$ cat config.mk
export PLATFORM = sky130hd
export DESIGN_NAME = fetch_stage
export DESIGN_NICKNAME = d
export VERILOG_FILES = /design/src/common/rv_pkg.sv /design/src/fetch_stage.sv
export SDC_FILE = /design/constraint.sdc
export NUM_CORES = 1
export LEC_CHECK = 0
export ABC_AREA = 1
export BUFFER_PORTS_ARGS = -buffer_cell sky130_fd_sc_hd__buf_2
export CORE_MARGIN = 8
export CORE_UTILIZATION = 48
export DETAILED_ROUTE_END_ITERATION = 16
export PLACE_DENSITY = 0.79
export REMOVE_ABC_BUFFERS = 1
export SETUP_SLACK_MARGIN = 0.02
export SYNTH_ARGS = -nofsm -noshare
export SYNTH_HDL_FRONTEND = slang
export SYNTH_SLANG_ARGS = --single-unit
$ cat constraint.sdc
create_clock -name clk -period 3.1 [get_ports clk]
set_clock_uncertainty 0.1 [all_clocks]
set_input_delay 0.62 -clock clk [delete_from_list [all_inputs] [get_ports clk]]
set_output_delay 0.62 -clock clk [all_outputs]
set_load 0.01 [all_outputs]
$ cat src/common/rv_pkg.sv
// shared widths, opcode and alu enums, and inter-stage pipeline structs
`default_nettype none

package rv_pkg;

    typedef logic [31:0] xlen_t;     // data word
    typedef logic [31:0] addr_t;     // byte address
    typedef logic [31:0] inst_t;     // instruction word
    typedef logic [4:0]  reg_idx_t;  // architectural register index

    parameter int DMEM_WORDS_DEFAULT = 256;

    typedef enum logic [3:0] {
        ALU_ADD,
        ALU_SUB,
        ALU_AND,
        ALU_OR,
        ALU_XOR,
        ALU_SLT,
        ALU_SLL,
        ALU_SRL,
        ALU_PASS_B    // lui and jal link value
    } alu_op_e;

    // major opcodes of the supported RV32I subset
    typedef enum logic [6:0] {
        OPC_OP     = 7'b0110011,
        OPC_OP_IMM = 7'b0010011,
        OPC_LUI    = 7'b0110111,
        OPC_LOAD   = 7'b0000011,
        OPC_STORE  = 7'b0100011,
        OPC_BRANCH = 7'b1100011,
        OPC_JAL    = 7'b1101111,
        OPC_SYSTEM = 7'b1110011
    } opcode_e;

    typedef struct packed {
        logic  valid;
        addr_t pc;
        inst_t inst;
    } if_id_t;

    typedef struct packed {
        logic     valid;
        addr_t    pc;
        xlen_t    operand_a;
        xlen_t    operand_b;
        xlen_t    store_data;
        alu_op_e  alu_op;
        reg_idx_t rd;
        logic     reg_we;
        logic     mem_re;
        logic     mem_we;
        logic     halt;
    } id_ex_t;

    typedef struct packed {
        logic     valid;
        addr_t    pc;
        xlen_t    alu_result;   // also the memory address
        xlen_t    store_data;
        reg_idx_t rd;
        logic     reg_we;
        logic     mem_re;
        logic     mem_we;
        logic     halt;
    } ex_mem_t;

    // mem/wb register, doubles as the commit port
    typedef struct packed {
        logic     valid;
        addr_t    pc;
        reg_idx_t rd;
        logic     reg_we;
        xlen_t    wdata;
    } commit_t;

endpackage

`default_nettype wire
$ cat src/fetch_stage.sv
// program counter, instruction memory address and the IF/ID register
`timescale 1ns/100ps
`default_nettype none

module fetch_stage (
    input  wire                 clk,
    input  wire                 reset_i,
    input  wire                 stall_i,        // load-use hold
    input  wire                 redirect_i,     // taken branch or jal in decode
    input  wire rv_pkg::addr_t  redirect_pc_i,
    input  wire                 halt_i,         // ebreak seen by decode
    input  wire rv_pkg::inst_t  imem_data_i,
    output rv_pkg::addr_t       imem_addr_o,
    output rv_pkg::if_id_t      if_id_o
);

    rv_pkg::addr_t  pc_q;
    rv_pkg::if_id_t if_id_q;

    always_ff @(posedge clk) begin
        if (reset_i) begin
            pc_q          <= '0;
            if_id_q.valid <= 1'b0;
        end else if (redirect_i) begin
            pc_q          <= redirect_pc_i;
            if_id_q.valid <= 1'b0;       // drop the fall-through fetch
        end else if (!stall_i) begin
            if (halt_i) begin
                if_id_q.valid <= 1'b0;   // pc frozen, nothing more enters
            end else begin
                pc_q    <= pc_q + 32'd4;
                if_id_q <= '{valid: 1'b1, pc: pc_q, inst: imem_data_i};
            end
        end
    end

    assign imem_addr_o = pc_q;
    assign if_id_o     = if_id_q;

endmodule

`default_nettype wire

After elaboration in Yosys (flattened, before gate mapping)
Index checks and enable logic that the tools add are counted.
{ "totals": {"inputBits": 69, "regBits": 97} }
{ "classes": {"addsub": 1, "n_eq_ne": 2, "bitwise_logic": 4, "muxes": 4, "reduce_logical": 3} }
{ "ops": {"columns": ["cell", "n"], "rows": [
  ["$mux W32", 3],
  ["$add A32 B3 Y32 const B", 1],
  ["$not A1 Y1", 4],
  ["$reduce_and A4 Y1", 1],
  ["$ne A2 B1 Y1 const B", 1],
  ["$ne A2 B2 Y1 const B", 1],
  ["$reduce_and A2 Y1", 1],
  ["$reduce_or A2 Y1", 1],
  ["$mux W1", 1]
]} }

Longest topological paths before layout
Gate-level depths: netlist (run 1).
{ "logic_depth": {"word_depth": 4, "ltp_mapped": 10} }

Worst setup path before layout (run 1)
No wires, ideal clock.
{ "synth_timing": {"kind": "in2reg", "start": "in redirect_i", "end": "reg pc_q[10] (netlist: imem_addr_o[10])", "required_time_ns": 2.921, "path_slack_ns": 0.181, "path_buffers": 1, "arrival_ns": 2.740, "cell_stages": 6, "setup_time_ns": 0.079, "path_cell_list": "buf_2 -> nor2_1 -> nand2_1 -> inv_1 -> o21ai_0 -> o21ai_0"} }
{ "synth_via": {"elab_chain_len": 2, "elab_cells_between_ends": 4, "classes_between": "2 x eq/ne; 1 x mux; 1 x reduce/logical"} }
{ "synth_rtl": {"columns": ["element", "line_no", "source"], "rows": [
  ["start: declaration", "fetch_stage.sv:9", "input wire redirect_i,"],
  ["$ne A2 B2 Y1 (no source line) / $ne A2 B1 Y1 (equally long branches)", null, null],
  ["$reduce_and A2 Y1 (no source line)", null, null],
  ["end signal: assignment", "fetch_stage.sv:25", "pc_q <= redirect_pc_i;"],
  ["end signal: assignment", "fetch_stage.sv:31", "pc_q <= pc_q + 32'd4;"],
  ["end: declaration", "fetch_stage.sv:17", "rv_pkg::addr_t pc_q;"]
]} }
Several ways; a longest one is shown, not always the timed one.
A chain may end at the register's enable or synchronous reset.

Worst setup path in the final report (run 1)
Ends and elaborated chain as after synthesis.

==> metrics.csv, run 1 <==
stage;metric;value;unit
status;status;finished clean;
hold_path;hp-class;in -> reg;
routing;drtAntennaViolNets;0;
power_and_ir_drop;power_density;483;nW/um^2
final_layout;nFillCells;722;
power_and_ir_drop;intPower;1910;uW
power_and_ir_drop;comb_power_share;9.1;%
clock_network;cts-root-buf;clkbuf_8;
worst_setup_path;crit_chain;buf_2 -> buf_4 -> nor2_1 -> nand2_1 -> inv_2 -> buf_4 -> o21ai_0 -> o21ai_0;
power_and_ir_drop;pwr-share-clk;33.1;%
synthesis;synth.ff_latch_count;97;
floorplanning;dieArea;11900;sq um
timing;setup_viol;0;
power_and_ir_drop;seq_power_share;57.7;%
clock_network;clkTransAtPathRegs;0.10;ns
synthesis;synth_top_family_by_area;simple AND/OR/NAND/NOR gates;
timing;worst_hold_slack;0.322;ns
worst_setup_path;cp-end-kind;register;
synthesis;synth_compound_area_share;8.08;%
final_layout;layout.area.seq;2580;sq um
clock_network;holdBufCountCts;0;
worst_setup_path;crit_arrival;2.08;ns
synthesis;synthAdderAreaFrac;0.302;%
global_route;grt_use_total;19.4;%
clock_network;clk_latency;0.37;ns
power_and_ir_drop;p_leak;0.00226;uW
timing;post-route-min-period;1.88;ns
timing;min_period_over_period;60.5;%
global_route;grt.overflow.total;0;
placement;port_buffers;165;
synthesis;yosys.area_share.xor_xnor;1.69;%
global_route;grt_pass1_vias;3536;
floorplanning;ioPinCount;166;
final_layout;nNetsFinal;665;
run;drv_cap;0;
synthesis;synth_cell_type_count;33;
final_layout;instances_no_fill;708;
floorplanning;rows;34;
routing;initialDrtViolationCount;272;
timing;clock.fmax;0.533;GHz
worst_setup_path;cp_slowest_cell;buf_4;
worst_setup_path;critPathBufInv;4;
synthesis;synth_seq_area_share;62.2;%
final_layout;area_delta_synth_final;27.7;%
placement;dp_cells;692;
placement;pre_cts_ws;0.828;ns
clock_network;htreeDepth;3;
worst_setup_path;crit_family;buffers and inverters;
clock_network;post_cts_resized;0;
floorplanning;die_w;109;um
worst_setup_path;cp_max_fo;39;
worst_setup_path;cp_data_required_time;3.30;ns
hold_path;min_from;imem_data_i[6];
routing;drt_wl_total;11600;um
timing;slew_headroom;66.5;%
timing;fin_tns_setup;0;ns
worst_setup_path;r2r_start;imem_addr_o[3];
clock_network;cts_buffers;9;
synthesis;syn-cell-area;4150;sq um
floorplanning;start_util;48.5;%
timing;worst_pin_slew;0.502;ns
synthesis;yosys-mux-area-fraction;0;%
synthesis;yosys.area_share.simple;22.4;%
worst_setup_path;slowest_delay;0.42;ns
clock_network;cts.sinks;97;
clock_network;cts_tree;done;
routing;drtPass1Iterations;4;
power_and_ir_drop;switching_share;25.3;%
synthesis;netlist_instances;425;
timing;finalMaxSlewViolations;0;
floorplanning;core_area;8550;sq um
worst_setup_path;cp-startpoint;redirect_i;
timing;fin_ws;1.22;ns
timing;rsz0062_at_grt;no;
placement;hpwl;8880;um
final_layout;multi_input_area;1350;sq um
routing;drc_errors;0;
global_route;antenna_found_initial;0;
routing;vias;3577;
routing;avgViaCountPerCell;5.05;
worst_setup_path;start_kind;primary input;
power_and_ir_drop;irDropWorstVdd;0.000229;V
worst_setup_path;crit_type;in -> reg;
clock_network;cts_setup_buffers;0;
global_route;grt_start_max_net_pins;40;
final_layout;post_route_cells_drive_above_1_share;35.3;%
floorplanning;die_h;109;um
power_and_ir_drop;switchingPower;646;uW
routing;routedWlPerCell;16.4;um
synthesis;syn_avg_cell_area;9.76;sq um
timing;finalHoldViolations;0;
final_layout;n_antenna_cell;0;
synthesis;ys_warn_count;0;
placement;routabilityCongestion;0.885;
clock_network;cts_max_path_buffers;2;
global_route;grt_pass1_wl;18000;um
## power groups by stage
stage	logic, uW	registers [uW]	clock network, uW
after floorplan	84.6	1520	0
after global placement	227	1500	0
after detailed placement	236	1510	0
after CTS	238	1480	857
after global routing	263	1480	913
final	234	1480	848
## sequential cells by signal (all words and copies together) (netlist names)
signal,count
if_id_o,65
imem_addr_o,32
## cells in the final DEF (no fill, tap or decap), types with 2 or more instances in the layout
cell / netlist / final
a21oi_1: 20 / 20
a21oi_2: 2 / 2
a22o_1: 5 / 5
a31oi_1: 3 / 3
and2_1: 2 / 2
buf_2: 3 / 165
buf_4: 0 / 4
clkbuf_8: 0 / 9
clkinv_1: 3 / 3
dfxtp_1: 33 / 33
edfxtp_1: 64 / 64
inv_1: 41 / 40
inv_2: 3 / 4
inv_6: 0 / 2
nand2_1: 101 / 101
nand2_2: 6 / 6
nand3_1: 34 / 34
nand4_1: 5 / 5
nor2_1: 36 / 36
nor2_2: 5 / 5
nor2_4: 8 / 8
nor3_1: 3 / 3
o21ai_0: 23 / 23
o21ai_1: 3 / 3
xnor2_1: 2 / 2
xor2_1: 6 / 6
## per-layer routing
metal  routed length [um]  track usage, %
met4                   85            5.77
met5                    0               0
met3                 1340            6.74
met1                 4690            23.5
met2                 5500            31.8
## worst register-to-register path, delay by kind of cell, from the launching register on
| kind | cells | cell delay, ns |
|---|---|---|
| adder cells (fa/ha/maj) | 1 | 0.23 |
| buffers and inverters | 1 | 0.03 |
| flip-flops | 1 | 0.42 |
| AND/OR/NAND/NOR | 8 | 0.95 |
## cell usage after synthesis, drive strengths merged
master / n / area [sq um]
inv: 44 / 165
a22oi: 1 / 7.51
and2: 2 / 12.5
nor3: 3 / 15.0
a31o: 1 / 8.76
xor2: 6 / 52.6
clkinv: 3 / 11.3
nand2: 108 / 428
dfxtp: 33 / 661
ha: 1 / 12.5
buf: 5 / 22.5
and3: 1 / 6.26
a21oi: 22 / 118
o21ai: 26 / 130
xnor2: 2 / 17.5
clkbuf: 5 / 20.0
a31oi: 3 / 18.8
edfxtp: 64 / 1920
a22o: 5 / 43.8
nand3: 35 / 180
a221oi: 1 / 8.76
nand4: 5 / 31.3
nor2: 49 / 257
## metrics by stage
step           util [%]  instance area [sq um]  power (uW)
2_1_floorplan         -                   4110        1600
3_3_place_gp       59.6                   5100        1730
3_5_place_dp       59.6                   5100        1740
4_1_cts            62.0                   5300        2570
5_1_grt            62.0                   5300        2660
6_report           62.0                   5300        2560
## final timing paths
kind                endpoint  slack (ns)  cells after the start
min               if_id_o[6]        0.32                      1
max          imem_addr_o[10]        1.22                      8
max reg2reg  imem_addr_o[30]        1.29                     10
min reg2reg      if_id_o[32]        0.36                      0
## final cells by class
class | count | area share [%]
clock buffer | 10 | 2.41
clock inverter | 6 | 1.42
inverter | 47 | 3.33
multi-input combinational | 271 | 25.4
sequential | 97 | 48.7
tap | 108 | 2.55
timing repair buffer | 169 | 16.1
## cell families after synthesis
group,Yosys count
flops,97
fa+ha+maj,1
compound gates,59
xor+xnor,8
buf+inv,57
simple gates,203
Power figures use the tool's default switching activity.
==> inputs of run 2 (changes only) <==
--- a/config.mk
+++ b/config.mk
@@ -5,12 +5,12 @@
 export SDC_FILE = /design/constraint.sdc
 export NUM_CORES = 1
 export LEC_CHECK = 0
-export ABC_AREA = 1
+export ABC_AREA = 0
 export BUFFER_PORTS_ARGS = -buffer_cell sky130_fd_sc_hd__buf_2
 export CORE_MARGIN = 8
-export CORE_UTILIZATION = 48
+export CORE_UTILIZATION = 43
 export DETAILED_ROUTE_END_ITERATION = 16
-export PLACE_DENSITY = 0.79
+export PLACE_DENSITY = 0.76
 export REMOVE_ABC_BUFFERS = 1
 export SETUP_SLACK_MARGIN = 0.02
 export SYNTH_ARGS = -nofsm -noshare
==> constraint.sdc (replaced) <==
create_clock -name clk -period 1.7 [get_ports clk]
set_clock_uncertainty 0.1 [all_clocks]
set_input_delay 0.34 -clock clk [delete_from_list [all_inputs] [get_ports clk]]
set_output_delay 0.34 -clock clk [all_outputs]
set_load 0.01 [all_outputs]
==> metrics.csv, run 2 <==
stage;metric;value;unit;change
status;status;finished with violations;;
status;failed_checks;negative setup slack;;
synthesis;synth_top_area_cell;edfxtp_1;;
timing;finalHoldViolations;0;;unchanged
worst_setup_path;crit_arrival;2.14;ns;+0.06 ns
final_layout;final_cell_mix;buf_2, edfxtp_1, buf_4, nor2_1, dfxtp_1;;
global_route;grt_start_max_net_pins;42;;+5.0%
synthesis;yosysMostFrequentCell;edfxtp_1;;
final_layout;largest_reg_flops;65;;unchanged
placement;routabilityCongestion;0.836;;-5.5%
worst_setup_path;r2r-end;imem_addr_o[19];;
worst_setup_path;cp_max_fo;4;;-90%
timing;clock.fmax;0.509;GHz;
synthesis;synth_cell_type_count;48;;+45%
worst_setup_path;cp-startpoint;imem_addr_o[4];;
timing;setup_viol;19;;+19
timing;fin_ws;-0.265;ns;-1.49 ns
clock_network;clk_latency;0.37;ns;about the same
synthesis;synthTopCellsByCount;edfxtp_1, dfxtp_1, nor2_1;;
worst_setup_path;slowest_delay;0.53;ns;+0.11 ns
synthesis;synthArstFlopShare;0;%;unchanged
final_layout;nFillCells;639;;-11%
synthesis;netlist_instances;320;;-25%
floorplanning;die_w;112;um;+2.4%
floorplanning;ioPinCount;166;;unchanged
floorplanning;dieArea;12500;sq um;+4.9%
synthesis;synth_area_leaders;edfxtp_1, dfxtp_1, nor2_1;;
timing;rsz0062_at_grt;yes;;
routing;initialDrtViolationCount;282;;+3.7%
floorplanning;rows;35;;+2.9%
clock_network;cts_tree;done;;
routing;drc_errors;0;;unchanged
final_layout;multi_input_area;1490;sq um;+10%
clock_network;htreeDepth;3;;unchanged
worst_setup_path;ff2ff_path_depth;4;;-6
power_and_ir_drop;irDropWorstVdd;0.000347;V;+52%
final_layout;post_route_cells_drive_above_1_share;54.1;%;+19 points
routing;drtPass1Iterations;5;;+1
worst_setup_path;crit_chain;nand3_2 -> or4_4 -> or4_1 -> a311oi_2;;
routing;routedWlPerCell;19.4;um;+19%
timing;min_period_over_period;116;%;
synthesis;synth.ff_latch_count;97;;unchanged
global_route;grt.overflow.total;0;;unchanged
final_layout;final_common_cell;buf_2;;
clock_network;cts_max_path_buffers;2;;unchanged
worst_setup_path;cp_slowest_cell;or4_4;;
synthesis;synth_edf_count;64;;unchanged
timing;fin_tns_setup;-1.64;ns;-1.64 ns
worst_setup_path;r2r_start;imem_addr_o[4];;
synthesis;ys.flop_type;edfxtp_1;;
floorplanning;core_area;9060;sq um;+6.0%
worst_setup_path;reg2reg_slack;-0.27;ns;-1.56 ns
clock_network;cts.sinks;97;;unchanged
timing;slew_headroom;73.3;%;+6.8 points
final_layout;stdcell_area;5960;sq um;+12%
placement;port_buffers;165;;unchanged
final_layout;area_delta_synth_final;51.7;%;
power_and_ir_drop;p_leak;0.00256;uW;+13%
hold_path;hp-class;in -> reg;;
routing;drtAntennaViolNets;0;;unchanged
routing;drt_wl_total;13100;um;+13%
power_and_ir_drop;power.total;4720;uW;+84%
worst_setup_path;crit_type;reg -> reg;;
final_layout;nNetsFinal;627;;-5.7%
synthesis;syn_avg_cell_area;12.3;sq um;+26%
clock_network;cts_buffers;9;;unchanged
worst_setup_path;cp_data_required_time;1.87;ns;-1.43 ns
routing;avgViaCountPerCell;5.58;;+11%
timing;worst_pin_slew;0.400;ns;-0.102 ns
clock_network;clkTransAtPathRegs;0.10;ns;about the same
timing;finalMaxSlewViolations;0;;unchanged
final_layout;layout.area.seq;2610;sq um;+0.92%
synthesis;syn-cell-area;3930;sq um;-5.3%
clock_network;cts-root-buf;clkbuf_8;;
global_route;grt_pass1_vias;3627;;+2.6%
synthesis;synth_top_area_share;48.9;%;+2.6 points
synthesis;ys_warn_count;0;;unchanged
placement;hpwl;9360;um;+5.4%
global_route;grt_pass1_wl;19400;um;+7.3%
floorplanning;die_h;112;um;+2.4%
floorplanning;start_util;43.4;%;-5.2 points
worst_setup_path;cp-end-kind;register;;
final_layout;n_antenna_cell;0;;unchanged
power_and_ir_drop;power_density;791;nW/um^2;+64%
global_route;grt_use_total;19.5;%;+0.088 points
worst_setup_path;start_kind;register;;
routing;vias;3758;;+5.1%
synthesis;synth_seq_area_share;65.7;%;+3.5 points
clock_network;holdBufCountCts;0;;unchanged
worst_setup_path;crit_end;imem_addr_o[19];;
placement;placed_area;5380;sq um;+5.6%
global_route;antenna_found_initial;0;;unchanged
timing;post-route-min-period;1.97;ns;
run;drv_cap;0;;unchanged
-- run 2: changes by cell type in the layout (fill, tap and decap cells not counted), sizes merged, moves of 7 or more --
cell,previous run,this run
o21ai,26,11
nor2,49,32
buf,169,241
nor4,0,7
a211oi,0,9
and3,1,9
nand4,5,18
a311oi,0,7
nand2,108,20
a21oi,22,9
inv,47,12
nand3,35,8
-- run 2: routing by layer --
layer	share of wire, %	track usage [%]	vias up	wire [um]
li1	-	-	1725	-
met4	1.9	7.66	0	254
met5	0	0	-	0
met3	8.1	5.68	28	1060
met1	41	22.6	1804	5420
met2	49	33.1	201	6350
-- run 2: kinds of logic (layout without fill, tap and decap cells) --
logic type / after synthesis / after routing / share of synthesized area [%]
and+or+nand+nor: 124 / 124 / 17.6
muxes: 2 / 2 / 0.509
adders and majority gates: 1 / 1 / 0.318
AOI/OAI and AO/OA: 59 / 59 / 11.0
buffers and inverters: 27 / 269 / 2.67
DFF: 97 / 97 / 65.7
xor gates and xnor gates: 10 / 10 / 2.23
-- run 2: worst max-delay path, delay by kind of cell (launching register included) --
kind               cells  cell delay, ns
and+or+nand+nor        3            1.14
DFF                    1            0.40
AOI/OAI and AO/OA      1            0.23
-- run 2: how the worst min path moves through the flow --
stage / cells after the start / end / startpoint / slack [ns]
after floorplan: 1 / imem_addr_o[11] / reset_i / 0.31
after global placement: 0 / if_id_o[32] / imem_addr_o[0] / 0.34
after detailed placement: 0 / if_id_o[33] / imem_addr_o[1] / 0.34
after CTS: 1 / if_id_o[6] / imem_data_i[6] / 0.03
after global routing: 1 / if_id_o[6] / imem_data_i[6] / 0.02
final: 1 / if_id_o[6] / imem_data_i[6] / 0.04
-- run 2: layout make-up --
type	instances	share of cell area, %
Sequential cell	97	43.7
Timing Repair Buffer	242	25.2
Multi-Input combinational cell	196	25.0
Tap cell	111	2.33
Clock buffer	10	2.14
Clock inverter	6	0.881
Inverter	11	0.776
-- run 2: what timing repair did --
action,4_1_cts,5_1_grt
gates resized for setup,50,27
pin swaps,26,18
setup buffers,4,6
cloned,0,1
setup endpoints to repair,21,76
-- run 2: report_power, final --
group | switching [uW] | internal, uW | leakage, uW | total, uW
registers | 65.6 | 2610 | 0.000865 | 2680
logic | 331 | 290 | 0.00161 | 621
clock network | 868 | 553 | 0.0000786 | 1420
-- run 2: stage by stage --
step | hold WS (ns) | utilization (%) | cells | setup slack [ns]
after floorplan | 0.312 | - | 304 | -1.33
after global placement | 0.337 | 59.4 | 650 | -0.385
after detailed placement | 0.343 | 59.4 | 650 | -0.441
after CTS | 0.0254 | 63.9 | 668 | -0.214
after global routing | 0.0186 | 65.8 | 673 | -0.304
final | 0.0370 | 65.8 | 673 | -0.265
==> inputs of run 3 (changes only) <==
--- a/config.mk
+++ b/config.mk
@@ -5,12 +5,12 @@
 export SDC_FILE = /design/constraint.sdc
 export NUM_CORES = 1
 export LEC_CHECK = 0
-export ABC_AREA = 0
+export ABC_AREA = 1
 export BUFFER_PORTS_ARGS = -buffer_cell sky130_fd_sc_hd__buf_2
 export CORE_MARGIN = 8
-export CORE_UTILIZATION = 43
+export CORE_UTILIZATION = 44
 export DETAILED_ROUTE_END_ITERATION = 16
-export PLACE_DENSITY = 0.76
+export PLACE_DENSITY = 0.77
 export REMOVE_ABC_BUFFERS = 1
 export SETUP_SLACK_MARGIN = 0.02
 export SYNTH_ARGS = -nofsm -noshare
==> metrics.csv, run 3 (synthesized netlist as in run 1, its figures left out) <==
stage;metric;value;unit;change
status;status;finished clean;;
clock_network;cts-root-buf;clkbuf_8;;
worst_setup_path;cp_data_required_time;1.87;ns;about the same
global_route;grt_use_total;18.5;%;-1.0 points
clock_network;cts_buffers;9;;unchanged
final_layout;final_common_cell;buf_2;;
timing;post-route-min-period;1.57;ns;-0.392 ns
global_route;grt.overflow.total;0;;unchanged
power_and_ir_drop;intPower;3420;uW;-0.88%
timing;min_period_over_period;92.5;%;-23 points
timing;setup_viol;0;;-19
placement;port_buffers;165;;unchanged
floorplanning;die_w;113;um;+1.3%
clock_network;htreeDepth;3;;unchanged
routing;drtPass1Iterations;4;;-1
timing;fin_ws;0.127;ns;+0.392 ns
final_layout;nNetsFinal;685;;+9.3%
floorplanning;ioPinCount;166;;unchanged
routing;vias;3700;;-1.5%
global_route;grt_start_max_net_pins;32;;-24%
power_and_ir_drop;switchingPower;1230;uW;-3.1%
power_and_ir_drop;pwr-share-clk;31.9;%;+1.8 points
routing;routedWlPerCell;16.6;um;-15%
timing;slew_headroom;67.6;%;-5.7 points
clock_network;cts.sinks;97;;unchanged
final_layout;utilization;60.0;%;-5.8 points
clock_network;clk_latency;0.37;ns;about the same
worst_setup_path;cp_max_fo;5;;+1
clock_network;cts_max_path_buffers;2;;unchanged
final_layout;n_antenna_cell;0;;unchanged
timing;finalHoldViolations;0;;unchanged
run;drv_cap;0;;unchanged
final_layout;largest_reg_flops;65;;unchanged
final_layout;area_delta_synth_final;33.0;%;
routing;drc_errors;0;;unchanged
floorplanning;core_area;9200;sq um;+1.4%
power_and_ir_drop;irDropWorstVdd;0.000415;V;+19%
routing;initialDrtViolationCount;276;;-2.1%
power_and_ir_drop;power.total;4650;uW;-1.5%
routing;avgViaCountPerCell;5.06;;-9.4%
timing;finalMaxSlewViolations;0;;unchanged
power_and_ir_drop;p_leak;0.00238;uW;-7.1%
final_layout;post_route_cells_drive_above_1_share;39.7;%;-14 points
floorplanning;start_util;45.1;%;+1.8 points
power_and_ir_drop;comb_power_share;10.4;%;-2.8 points
floorplanning;rows;35;;unchanged
timing;worst_hold_slack;0.0353;ns;-0.00166 ns
routing;drtAntennaViolNets;0;;unchanged
final_layout;final_cell_mix;buf_2, nand2_1, edfxtp_1, inv_1, nor2_1;;
worst_setup_path;start_kind;register;;
global_route;grt_pass1_vias;3706;;+2.2%
hold_path;hp-class;in -> reg;;
placement;pre_cts_ws;0.0429;ns;+0.484 ns
placement;hpwl;9410;um;+0.62%
placement;routabilityCongestion;0.927;;+11%
floorplanning;dieArea;12800;sq um;+2.7%
clock_network;holdBufCountCts;0;;unchanged
worst_setup_path;crit_arrival;1.74;ns;-0.40 ns
placement;dp_cells;714;;+9.8%
worst_setup_path;cp-end-kind;register;;
routing;drt_wl_total;12100;um;-7.5%
worst_setup_path;crit_type;reg -> reg;;
timing;clock.fmax;0.636;GHz;+25%
power_and_ir_drop;power_density;842;nW/um^2;+6.4%
global_route;antenna_found_initial;0;;unchanged
clock_network;clkTransAtPathRegs;0.10;ns;about the same
global_route;grt_pass1_wl;18900;um;-2.6%
final_layout;instances_no_fill;731;;+8.6%
power_and_ir_drop;seq_power_share;57.7;%;+1.0 points
timing;worst_pin_slew;0.486;ns;+0.0859 ns
floorplanning;die_h;113;um;+1.3%
power_and_ir_drop;switching_share;26.4;%;-0.44 points
clock_network;cts_tree;done;;
[run 3: metrics by stage]
| stage | area, sq um | setup TNS [ns] |
|---|---|---|
| 2_1_floorplan | 4110 | -57.41 |
| 3_3_place_gp | 5270 | 0 |
| 3_5_place_dp | 5270 | 0 |
| 4_1_cts | 5470 | 0 |
| 5_1_grt | 5520 | -0.00237 |
| 6_report | 5520 | 0 |
[run 3: area by class of cell]
cell class | count | area (sq um)
inverter | 47 | 176
multi-input combinational | 271 | 1380
clock inverter | 6 | 57.6
sequential | 97 | 2600
clock buffer | 10 | 138
timing repair buffer | 189 | 1030
tap | 111 | 139
fill | 831 | 3680
[run 3: power by group through the flow]
| stage | Sequential, uW | Clock, uW | Combinational (uW) |
|---|---|---|---|
| final | 2680 | 1480 | 483 |
| after global routing | 2700 | 1590 | 534 |
| after CTS | 2680 | 1510 | 486 |
| after detailed placement | 2730 | 0 | 484 |
| after global placement | 2730 | 0 | 473 |
| after floorplan | 2770 | 0 | 154 |
[run 3: timing repair]
| item | CTS | global route |
|---|---|---|
| cloned | 0 | 0 |
| endpoints found under the setup margin | 1 | 15 |
| buffers inserted | 0 | 1 |
| pin swaps | 0 | 3 |
| gates resized for setup | 1 | 17 |
[run 3: path summary, 6_finish.rpt]
path	start	endpoint	slack (ns)	depth (start not counted)
min reg2reg	imem_addr_o[1]	if_id_o[33]	0.37	0
max reg2reg	imem_addr_o[3]	imem_addr_o[28]	0.13	9
min	imem_data_i[7]	if_id_o[7]	0.04	1
max	imem_addr_o[3]	imem_addr_o[28]	0.13	9
[run 3: worst max-delay path: stages (launching register included)]
cell and delay, ns:
dfxtp_4 0.39, ha_4 0.14, nand2_2 0.07, nor2_4 0.18, nand2_4 0.09, nor2_4 0.16
buf_4 0.13, nand3_1 0.07, nand2_1 0.07, o21ai_1 0.05
[run 3: routing by layer]
metal  track usage, %  wire length [um]
met1             21.5              5040
met2             31.3              5740
met3             5.54              1120
met4             7.19               215
met5                0                 0
